File: config.mk
export PLATFORM = sky130hd
export DESIGN_NAME = ooo_core
export DESIGN_NICKNAME = d
export VERILOG_FILES = /design/src/design/ooo_pkg.sv /design/src/design/ring_queue.sv /design/src/design/rename_table.sv /design/src/design/free_list.sv /design/src/design/reorder_buffer.sv /design/src/design/phys_regfile.sv /design/src/design/alu_pipe.sv /design/src/design/dispatch_ctrl.sv /design/src/design/ooo_core.sv
export SDC_FILE = /design/constraint.sdc
export NUM_CORES = 1
export LEC_CHECK = 0
export ABC_AREA = 0
export BUFFER_PORTS_ARGS = -buffer_cell sky130_fd_sc_hd__buf_2
export CAP_MARGIN = 40
export CORE_ASPECT_RATIO = 0.7
export CORE_MARGIN = 2
export CORE_UTILIZATION = 43
export CTS_CLUSTER_DIAMETER = 80
export DETAILED_ROUTE_END_ITERATION = 7
export MAX_ROUTING_LAYER = met4
export PLACE_DENSITY = 0.59
export SLEW_MARGIN = 15
export SYNTH_ARGS = -nofsm -noshare
export SYNTH_HDL_FRONTEND = slang
export SYNTH_HIERARCHICAL = 1
export SYNTH_SLANG_ARGS = --single-unit
File: constraint.sdc
create_clock -name clock -period 5.7 [get_ports clock]
set_input_delay 1.14 -clock clock [delete_from_list [all_inputs] [get_ports clock]]
set_output_delay 1.14 -clock clock [all_outputs]
set_load 0.01 [all_outputs]
File: src/design/ooo_pkg.sv
/*
 * Shared sizes, ALU operation codes and packed records of the
 * out-of-order core
 */
`default_nettype none

package ooo_pkg;

    //////////////////////////////////////////////////////////////////////
    // Machine sizes
    localparam int DATA_W    = 16;
    localparam int ARCH_REGS = 8;
    localparam int PHYS_REGS = 16;
    localparam int ROB_DEPTH = 8;

    // Register, tag and slot indices
    typedef logic [$clog2(ARCH_REGS)-1:0] arch_idx_t;
    typedef logic [$clog2(PHYS_REGS)-1:0] phys_tag_t;
    typedef logic [$clog2(ROB_DEPTH)-1:0] rob_idx_t;
    typedef logic [DATA_W-1:0]            data_t;

    // ALU operations
    // LI loads imm into rd and ignores both sources
    typedef enum logic [1:0] {
        ADD = 2'd0,
        SUB = 2'd1,
        XOR = 2'd2,
        LI  = 2'd3
    } alu_op_e;

    //////////////////////////////////////////////////////////////////////
    // Records passed between blocks

    // Instruction from the outside sender
    typedef struct packed {
        alu_op_e   op;
        arch_idx_t rd;
        arch_idx_t rs1;
        arch_idx_t rs2;
        data_t     imm;
    } instr_t;

    // Operation handed to the ALU with operand values already read
    typedef struct packed {
        alu_op_e   op;
        data_t     opa;
        data_t     opb;
        data_t     imm;
        phys_tag_t tag;
        rob_idx_t  rob;
    } issue_t;

    // Result broadcast
    typedef struct packed {
        logic      valid;
        phys_tag_t tag;
        rob_idx_t  rob;
        data_t     result;
    } wb_t;

    // ROB slot contents
    // old_tag goes back to the free list at retirement
    typedef struct packed {
        arch_idx_t rd;
        phys_tag_t new_tag;
        phys_tag_t old_tag;
    } rob_entry_t;

    // Retired instruction as seen from outside
    typedef struct packed {
        logic      valid;
        arch_idx_t rd;
        data_t     value;
    } commit_t;

endpackage

`default_nettype wire

File: src/design/ring_queue.sv
/*
 * Circular FIFO with a type parameter for its payload
 * Head entry is readable without popping
 */
`timescale 1ns/1ps
`default_nettype none

module ring_queue #(
    parameter type payload_t = logic,
    parameter int  DEPTH     = 4,
    localparam int IDX_W     = $clog2(DEPTH),
    localparam int CNT_W     = $clog2(DEPTH + 1)
) (
    input  logic             clock,
    input  logic             rst,
    input  logic             push,
    input  payload_t         push_data,
    input  logic             pop,
    output payload_t         head_data,
    output logic             empty,
    output logic             full,
    output logic [IDX_W-1:0] head_idx,
    output logic [IDX_W-1:0] tail_idx
);

    payload_t         mem [DEPTH];
    logic [IDX_W-1:0] rd_ptr;
    logic [IDX_W-1:0] wr_ptr;
    logic [CNT_W-1:0] count;

    // Pointer advance with wrap for any depth
    function automatic logic [IDX_W-1:0] bump(input logic [IDX_W-1:0] ptr);
        return (ptr == IDX_W'(DEPTH - 1)) ? '0 : ptr + 1'b1;
    endfunction

    always_ff @(posedge clock) begin
        if (rst) begin
            rd_ptr <= '0;
            wr_ptr <= '0;
            count  <= '0;
        end else begin
            if (push) wr_ptr <= bump(wr_ptr);
            if (pop) rd_ptr <= bump(rd_ptr);
            count <= count + CNT_W'(push) - CNT_W'(pop);
        end
    end

    // Storage
    always_ff @(posedge clock) begin
        if (push) mem[wr_ptr] <= push_data;
    end

    assign head_data = mem[rd_ptr];
    assign empty     = (count == '0);
    assign full      = (count == CNT_W'(DEPTH));
    assign head_idx  = rd_ptr;
    assign tail_idx  = wr_ptr;

    // Callers must respect full and empty
    a_no_overflow: assert property (@(posedge clock) disable iff (rst) push |-> !full);
    a_no_underflow: assert property (@(posedge clock) disable iff (rst) pop |-> !empty);

endmodule

`default_nettype wire

File: src/design/rename_table.sv
/*
 * Speculative map from architectural to physical registers
 * Busy bit per physical register tracks pending results
 */
`timescale 1ns/1ps
`default_nettype none

module rename_table
    import ooo_pkg::*;
(
    input  logic            clock,
    input  logic            rst,
    input  arch_idx_t [1:0] src_idx,
    input  logic            map_we,
    input  arch_idx_t       map_rd,
    input  phys_tag_t       map_tag,
    input  wb_t             wb,
    output phys_tag_t [1:0] src_tag,
    output logic      [1:0] src_ready,
    output phys_tag_t       old_tag
);

    phys_tag_t              map [ARCH_REGS];
    logic [PHYS_REGS-1:0]   busy;

    always_ff @(posedge clock) begin
        if (rst) begin
            // Identity mapping, nothing pending
            for (int i = 0; i < ARCH_REGS; i++) begin
                map[i] <= phys_tag_t'(i);
            end
            busy <= '0;
        end else begin
            if (map_we) map[map_rd] <= map_tag;
            // Writeback first, so a new rename wins
            if (wb.valid) busy[wb.tag] <= 1'b0;
            if (map_we) busy[map_tag] <= 1'b1;
        end
    end

    // Source tags and readiness
    // Same-cycle writeback counts as ready
    always_comb begin
        for (int s = 0; s < 2; s++) begin
            src_tag[s]   = map[src_idx[s]];
            src_ready[s] = !busy[src_tag[s]] || (wb.valid && (wb.tag == src_tag[s]));
        end
    end

    // Mapping being replaced
    assign old_tag = map[map_rd];

endmodule

`default_nettype wire

File: src/design/free_list.sv
/*
 * Bitmap allocator of free physical registers
 * Hands out the lowest free tag
 */
`timescale 1ns/1ps
`default_nettype none

module free_list
    import ooo_pkg::*;
(
    input  logic      clock,
    input  logic      rst,
    input  logic      alloc,
    input  logic      free_valid,
    input  phys_tag_t free_tag,
    output logic      avail,
    output phys_tag_t alloc_tag
);

    logic [PHYS_REGS-1:0] free_map;

    always_ff @(posedge clock) begin
        if (rst) begin
            // Tags below ARCH_REGS hold the reset mapping
            for (int i = 0; i < PHYS_REGS; i++) begin
                free_map[i] <= (i >= ARCH_REGS);
            end
        end else begin
            if (alloc) free_map[alloc_tag] <= 1'b0;
            if (free_valid) free_map[free_tag] <= 1'b1;
        end
    end

    // Lowest set bit
    always_comb begin
        alloc_tag = '0;
        for (int i = PHYS_REGS - 1; i >= 0; i--) begin
            if (free_map[i]) alloc_tag = phys_tag_t'(i);
        end
    end

    assign avail = |free_map;

    // Retirement must not release a tag twice
    a_double_free: assert property (@(posedge clock) disable iff (rst)
        free_valid |-> !free_map[free_tag]);

endmodule

`default_nettype wire

File: src/design/reorder_buffer.sv
/*
 * Reorder buffer: tracks completion per slot and retires in order,
 * one per cycle, releasing the old tag and reporting a commit record
 */
`timescale 1ns/1ps
`default_nettype none

module reorder_buffer
    import ooo_pkg::*;
(
    input  logic       clock,
    input  logic       rst,
    input  logic       push,
    input  rob_entry_t entry,
    input  wb_t        wb,
    output logic       full,
    output rob_idx_t   slot,
    output logic       free_valid,
    output phys_tag_t  free_tag,
    output commit_t    commit
);

    rob_entry_t           head_entry;
    rob_idx_t             head_idx;
    logic                 empty;
    logic                 retire;
    logic [ROB_DEPTH-1:0] done;
    data_t                value [ROB_DEPTH];

    // Entry storage in program order
    ring_queue #(
        .payload_t(rob_entry_t),
        .DEPTH    (ROB_DEPTH)
    ) rob_q_0 (
        .clock    (clock),
        .rst      (rst),
        .push     (push),
        .push_data(entry),
        .pop      (retire),
        .head_data(head_entry),
        .empty    (empty),
        .full     (full),
        .head_idx (head_idx),
        .tail_idx (slot)
    );

    // Completion bits
    always_ff @(posedge clock) begin
        if (rst) begin
            done <= '0;
        end else begin
            if (push) done[slot] <= 1'b0;
            if (wb.valid) done[wb.rob] <= 1'b1;
        end
    end

    // Result values
    always_ff @(posedge clock) begin
        if (wb.valid) value[wb.rob] <= wb.result;
    end

    // Head retires once complete
    assign retire     = !empty && done[head_idx];
    assign free_valid = retire;
    assign free_tag   = head_entry.old_tag;

    // Registered commit record
    always_ff @(posedge clock) begin
        if (retire) begin
            commit.rd    <= head_entry.rd;
            commit.value <= value[head_idx];
        end
        if (rst) begin
            commit.valid <= 1'b0;
        end else begin
            commit.valid <= retire;
        end
    end

endmodule

`default_nettype wire

File: src/design/phys_regfile.sv
/*
 * Physical register file, two read ports and one write port
 * Reads see a same-cycle write
 */
`timescale 1ns/1ps
`default_nettype none

module phys_regfile
    import ooo_pkg::*;
(
    input  logic            clock,
    input  logic            rst,
    input  phys_tag_t [1:0] rd_tag,
    input  wb_t             wb,
    output data_t     [1:0] rd_data
);

    data_t regs [PHYS_REGS];

    always_ff @(posedge clock) begin
        if (rst) begin
            for (int i = 0; i < PHYS_REGS; i++) begin
                regs[i] <= '0;
            end
        end else if (wb.valid) begin
            regs[wb.tag] <= wb.result;
        end
    end

    // Write-through bypass
    always_comb begin
        for (int p = 0; p < 2; p++) begin
            rd_data[p] = (wb.valid && (wb.tag == rd_tag[p])) ? wb.result : regs[rd_tag[p]];
        end
    end

endmodule

`default_nettype wire

File: src/design/alu_pipe.sv
/*
 * Two-stage ALU: operation latched, computed, then registered
 * as a writeback two cycles after issue
 */
`timescale 1ns/1ps
`default_nettype none

module alu_pipe
    import ooo_pkg::*;
(
    input  logic   clock,
    input  logic   rst,
    input  logic   issue_valid,
    input  issue_t issue,
    output wb_t    wb
);

    issue_t s1;
    logic   s1_valid;
    data_t  result;

    // Stage 1 operation register
    always_ff @(posedge clock) begin
        s1 <= issue;
        if (rst) begin
            s1_valid <= 1'b0;
        end else begin
            s1_valid <= issue_valid;
        end
    end

    always_comb begin
        case (s1.op)
            ADD:     result = s1.opa + s1.opb;
            SUB:     result = s1.opa - s1.opb;
            XOR:     result = s1.opa ^ s1.opb;
            default: result = s1.imm;
        endcase
    end

    // Stage 2 writeback register
    always_ff @(posedge clock) begin
        wb.tag    <= s1.tag;
        wb.rob    <= s1.rob;
        wb.result <= result;
        if (rst) begin
            wb.valid <= 1'b0;
        end else begin
            wb.valid <= s1_valid;
        end
    end

endmodule

`default_nettype wire

File: src/design/dispatch_ctrl.sv
/*
 * Dispatch control: buffers incoming instructions, renames the head,
 * allocates a tag and a ROB slot, issues to the ALU, returns credits
 */
`timescale 1ns/1ps
`default_nettype none

module dispatch_ctrl
    import ooo_pkg::*;
#(
    parameter int IQ_DEPTH = 4
) (
    input  logic            clock,
    input  logic            rst,
    // Credit-based instruction input
    input  logic            in_valid,
    input  instr_t          in_instr,
    output logic            credit_return,
    // Rename table lookup and update
    output arch_idx_t [1:0] src_idx,
    input  phys_tag_t [1:0] src_tag,
    input  logic      [1:0] src_ready,
    output logic            map_we,
    output arch_idx_t       map_rd,
    output phys_tag_t       map_tag,
    input  phys_tag_t       old_tag,
    // Free list
    output logic            fl_alloc,
    input  logic            fl_avail,
    input  phys_tag_t       fl_tag,
    // Reorder buffer
    output logic            rob_push,
    output rob_entry_t      rob_entry,
    input  logic            rob_full,
    input  rob_idx_t        rob_slot,
    // Operand reads
    output phys_tag_t [1:0] rd_tag,
    input  data_t     [1:0] rd_data,
    // ALU issue
    output logic            issue_valid,
    output issue_t          issue
);

    instr_t head;
    logic   iq_empty;
    logic   iq_full;
    logic   dispatch;

    //////////////////////////////////////////////////////////////////////
    // Instruction buffer
    ring_queue #(
        .payload_t(instr_t),
        .DEPTH    (IQ_DEPTH)
    ) iq_0 (
        .clock    (clock),
        .rst      (rst),
        .push     (in_valid),
        .push_data(in_instr),
        .pop      (dispatch),
        .head_data(head),
        .empty    (iq_empty),
        .full     (iq_full),
        .head_idx (),
        .tail_idx ()
    );

    // Source lookup for the head
    assign src_idx[0] = head.rs1;
    assign src_idx[1] = head.rs2;
    // Register file reads the renamed sources
    assign rd_tag     = src_tag;

    //////////////////////////////////////////////////////////////////////
    // Dispatch decision
    // Head waits for sources, a free tag and a ROB slot
    assign dispatch      = !iq_empty && (&src_ready) && fl_avail && !rob_full;
    // One credit back per popped entry
    assign credit_return = dispatch;

    // Rename rd onto the new tag
    assign map_we   = dispatch;
    assign map_rd   = head.rd;
    assign map_tag  = fl_tag;
    assign fl_alloc = dispatch;

    // ROB keeps the previous mapping for release at retirement
    assign rob_push  = dispatch;
    assign rob_entry = '{rd: head.rd, new_tag: fl_tag, old_tag: old_tag};

    // Issue in the same cycle with operand values
    assign issue_valid = dispatch;
    assign issue = '{
        op:  head.op,
        opa: rd_data[0],
        opb: rd_data[1],
        imm: head.imm,
        tag: fl_tag,
        rob: rob_slot
    };

    // Sender may only send while it holds a credit
    a_credit_overrun: assert property (@(posedge clock) disable iff (rst)
        in_valid |-> !iq_full);

endmodule

`default_nettype wire

File: src/design/ooo_core.sv
/*
 * Out-of-order core top: rename, in-order issue to a two-stage ALU,
 * in-order retirement through the reorder buffer
 */
`timescale 1ns/1ps
`default_nettype none

module ooo_core
    import ooo_pkg::*;
#(
    parameter int IQ_DEPTH = 4
) (
    input  logic    clock,
    input  logic    rst,
    input  logic    in_valid,
    input  instr_t  in_instr,
    output logic    credit_return,
    output commit_t commit
);

    //////////////////////////////////////////////////////////////////////
    // Interconnect
    arch_idx_t [1:0] src_idx;
    phys_tag_t [1:0] src_tag;
    logic      [1:0] src_ready;
    logic            map_we;
    arch_idx_t       map_rd;
    phys_tag_t       map_tag;
    phys_tag_t       old_tag;
    logic            fl_alloc;
    logic            fl_avail;
    phys_tag_t       fl_tag;
    logic            rob_push;
    rob_entry_t      rob_entry;
    logic            rob_full;
    rob_idx_t        rob_slot;
    phys_tag_t [1:0] rd_tag;
    data_t     [1:0] rd_data;
    logic            issue_valid;
    issue_t          issue;
    // Shared result broadcast
    wb_t             wb;
    logic            free_valid;
    phys_tag_t       free_tag;

    //////////////////////////////////////////////////////////////////////
    // Front end
    dispatch_ctrl #(
        .IQ_DEPTH(IQ_DEPTH)
    ) dispatch_ctrl_0 (
        .clock        (clock),
        .rst          (rst),
        .in_valid     (in_valid),
        .in_instr     (in_instr),
        .credit_return(credit_return),
        .src_idx      (src_idx),
        .src_tag      (src_tag),
        .src_ready    (src_ready),
        .map_we       (map_we),
        .map_rd       (map_rd),
        .map_tag      (map_tag),
        .old_tag      (old_tag),
        .fl_alloc     (fl_alloc),
        .fl_avail     (fl_avail),
        .fl_tag       (fl_tag),
        .rob_push     (rob_push),
        .rob_entry    (rob_entry),
        .rob_full     (rob_full),
        .rob_slot     (rob_slot),
        .rd_tag       (rd_tag),
        .rd_data      (rd_data),
        .issue_valid  (issue_valid),
        .issue        (issue)
    );

    rename_table rename_table_0 (
        .clock    (clock),
        .rst      (rst),
        .src_idx  (src_idx),
        .map_we   (map_we),
        .map_rd   (map_rd),
        .map_tag  (map_tag),
        .wb       (wb),
        .src_tag  (src_tag),
        .src_ready(src_ready),
        .old_tag  (old_tag)
    );

    free_list free_list_0 (
        .clock     (clock),
        .rst       (rst),
        .alloc     (fl_alloc),
        .free_valid(free_valid),
        .free_tag  (free_tag),
        .avail     (fl_avail),
        .alloc_tag (fl_tag)
    );

    //////////////////////////////////////////////////////////////////////
    // Execute and retire
    phys_regfile phys_regfile_0 (
        .clock  (clock),
        .rst    (rst),
        .rd_tag (rd_tag),
        .wb     (wb),
        .rd_data(rd_data)
    );

    alu_pipe alu_pipe_0 (
        .clock      (clock),
        .rst        (rst),
        .issue_valid(issue_valid),
        .issue      (issue),
        .wb         (wb)
    );

    reorder_buffer reorder_buffer_0 (
        .clock     (clock),
        .rst       (rst),
        .push      (rob_push),
        .entry     (rob_entry),
        .wb        (wb),
        .full      (rob_full),
        .slot      (rob_slot),
        .free_valid(free_valid),
        .free_tag  (free_tag),
        .commit    (commit)
    );

endmodule

`default_nettype wire

==> metrics.cfg <==
[outcome]
outcome=completed

[floorplanning]
die_area_um2=84200
die_h_um=243
io_pins=51
fp-row-count=87
core_um2=80800
initial_utilization_pct=43.6
fp.dieW_um=346

[cells_and_area]
areaGrowthSynthToFinish_pct=9.99
final_nets=2429
drive_gt1_share_pct=22.5
final_cells=3494
final_area_um2=38700

[power_and_ir_drop]
total_power_mw=19.2
pwr_density_cell_nw_per_um2=497
ir_drop_uv=315
leakage_nw=13.8

[placement]
port_buffers=50
dp_hpwl_um=57200
place_area_um2=36400
place_congestion=0.923
pre_cts_slack_ps=751
dp.cells=3352

[worst_setup_path]
critPathArrivalTime_ps=4290
crit_fanout=20
critPathLaunchType=register
critPathCaptureType=primary output
required_ps=4560
criticalPathCategory=reg2out

[sta]
clock_skew_ps=19.8
setup_slack_ps=274
maxSlewHeadroom_pct=43.1
finalCriticalPeriod_ps=5430
hold_viol_final=0
rsz0062_at_grt=false
setup_violations=0
maxSlewViolCount=0
worst_slew_pin_slew_ps=853
period_share_pct=95.2
fmax_ghz=0.184
setup_tns_ps=0

[drt]
dr.pass1.iters=6
ant_nets=0
drt_iter0_drc=1979
highest_layer=met4
wl_um=87200
viasPerCell=5.74
met1_length_um=40400
via_count=20100
wl_met3_um=6830
post-route-drc-count=0
routedWlPerCell_um=24.9
routed-wl-met2_um=38200

[worst_hold_path]
min_path_type=reg2reg

[clock_tree]
root_buffer=clkbuf_16
htree_levels=3
cts_tree=done
cts_buffers=74
clk_latency_ps=630
clk_path_buf_depth=3
clkSlewWorstSetupHoldPaths_ps=60
postCtsSetupRepairBufs=0
holdBufCountCts=0
cts_sinks=744

[global_route]
grt_max_degree=66
antenna_found_initial=7
grt_pass1_wl_um=130000
grt_pass1_vias=20200
overflow=0
grt_usage_pct=21.3

[yosys]
avgSynthCellArea_um2=15.0
ys_warn_count=6
syn_inst=2355
synth_fp_nets=2421
synth_area_um2=35200

[job]
maxCapViolCount=0

[path summary, 6_finish.rpt]
kind / from / endpoint / slack, ps / cells after the start
worst max-delay path: register / credit_return / 270 / 12
worst min-delay path: alu_pipe_0/s1[3]$_DFF_P_ / alu_pipe_0/wb[19]$_DFF_P_ / 330 / 0
worst max register to register: register / dispatch_ctrl_0/iq_0/count[2]$_SDFF_PP0_ / 840 / 17
worst min register to register: alu_pipe_0/s1[3]$_DFF_P_ / alu_pipe_0/wb[19]$_DFF_P_ / 330 / 0
[placed cells by master, fill, tap and decap left out, drive strengths merged, types with 62 or more instances in the layout]
cell type / n
edfxtp: 599
and2: 285
mux4: 216
dfxtp: 145
nand2: 134
mux2i: 132
buf: 128
clkbuf: 94
nor2: 77
o21ai: 74
a21oi: 62
[layer usage]
layer	track usage [%]	vias to the layer above
met5	-	-
met3	4.12	128
li1	-	8880
met1	31.4	10300
met4	4.89	0
met2	30.6	786
[stage by stage]
stage	hold WS (ps)	utilization, %
6_report	327	48.0
5_1_grt	334	47.9
4_1_cts	329	47.9
3_5_place_dp	313	45.1
3_3_place_gp	312	44.6
2_1_floorplan	310	-
[where the power goes]
group          total, mW  leakage [nW]  switching [mW]  internal (mW)
sequential          7.30          6.96           0.647           6.65
clock               4.69          1.11            2.07           2.62
combinational       7.25          5.77            3.97           3.29
[layout make-up]
cell class,count,area (µm²)
Sequential cell,744,20900
Multi-Input combinational cell,1368,13000
Tap cell,1068,1340
Clock buffer,94,1960
Inverter,47,181
Timing Repair Buffer,128,1060
Fill cell,6910,42000
Antenna cell,6,15.0
Clock inverter,39,309
[worst max-delay path, stage by stage (launching register included)]
cell       delay (ps)
dfxtp_2           580
mux4_2            730
mux4_2            490
mux2i_2           360
inv_4             270
nor2_1            210
a22oi_1            90
o2111ai_1         120
o21a_1            170
nand3_1            80
nor3_2            140
buf_4             240
buf_2             160
[registers in the layout, summed over array words and instances (netlist names), named ones only]
name / count
reorder_buffer_0/value: 128
dispatch_ctrl_0/iq_0/mem: 108
alu_pipe_0/s1_valid: 1
reorder_buffer_0/rob_q_0/head_idx: 3
dispatch_ctrl_0/iq_0/count: 3
dispatch_ctrl_0/iq_0/tail_idx: 2
free_list_0/free_map: 16
reorder_buffer_0/rob_q_0/mem: 56
rename_table_0/map: 32
reorder_buffer_0/rob_q_0/tail_idx: 3
reorder_buffer_0/commit: 20
reorder_buffer_0/done: 8
phys_regfile_0/regs: 256
alu_pipe_0/wb: 24
reorder_buffer_0/rob_q_0/count: 4
rename_table_0/busy: 16
alu_pipe_0/s1: 57
dispatch_ctrl_0/iq_0/head_idx: 2
[timing repair]
item / 4_1_cts / 5_1_grt
endpoints found under the setup margin: 0 / 1
endpoints found under the hold margin: 0 / 0
resized for setup: 0 / 2
(Power assumes the default switching activity.)
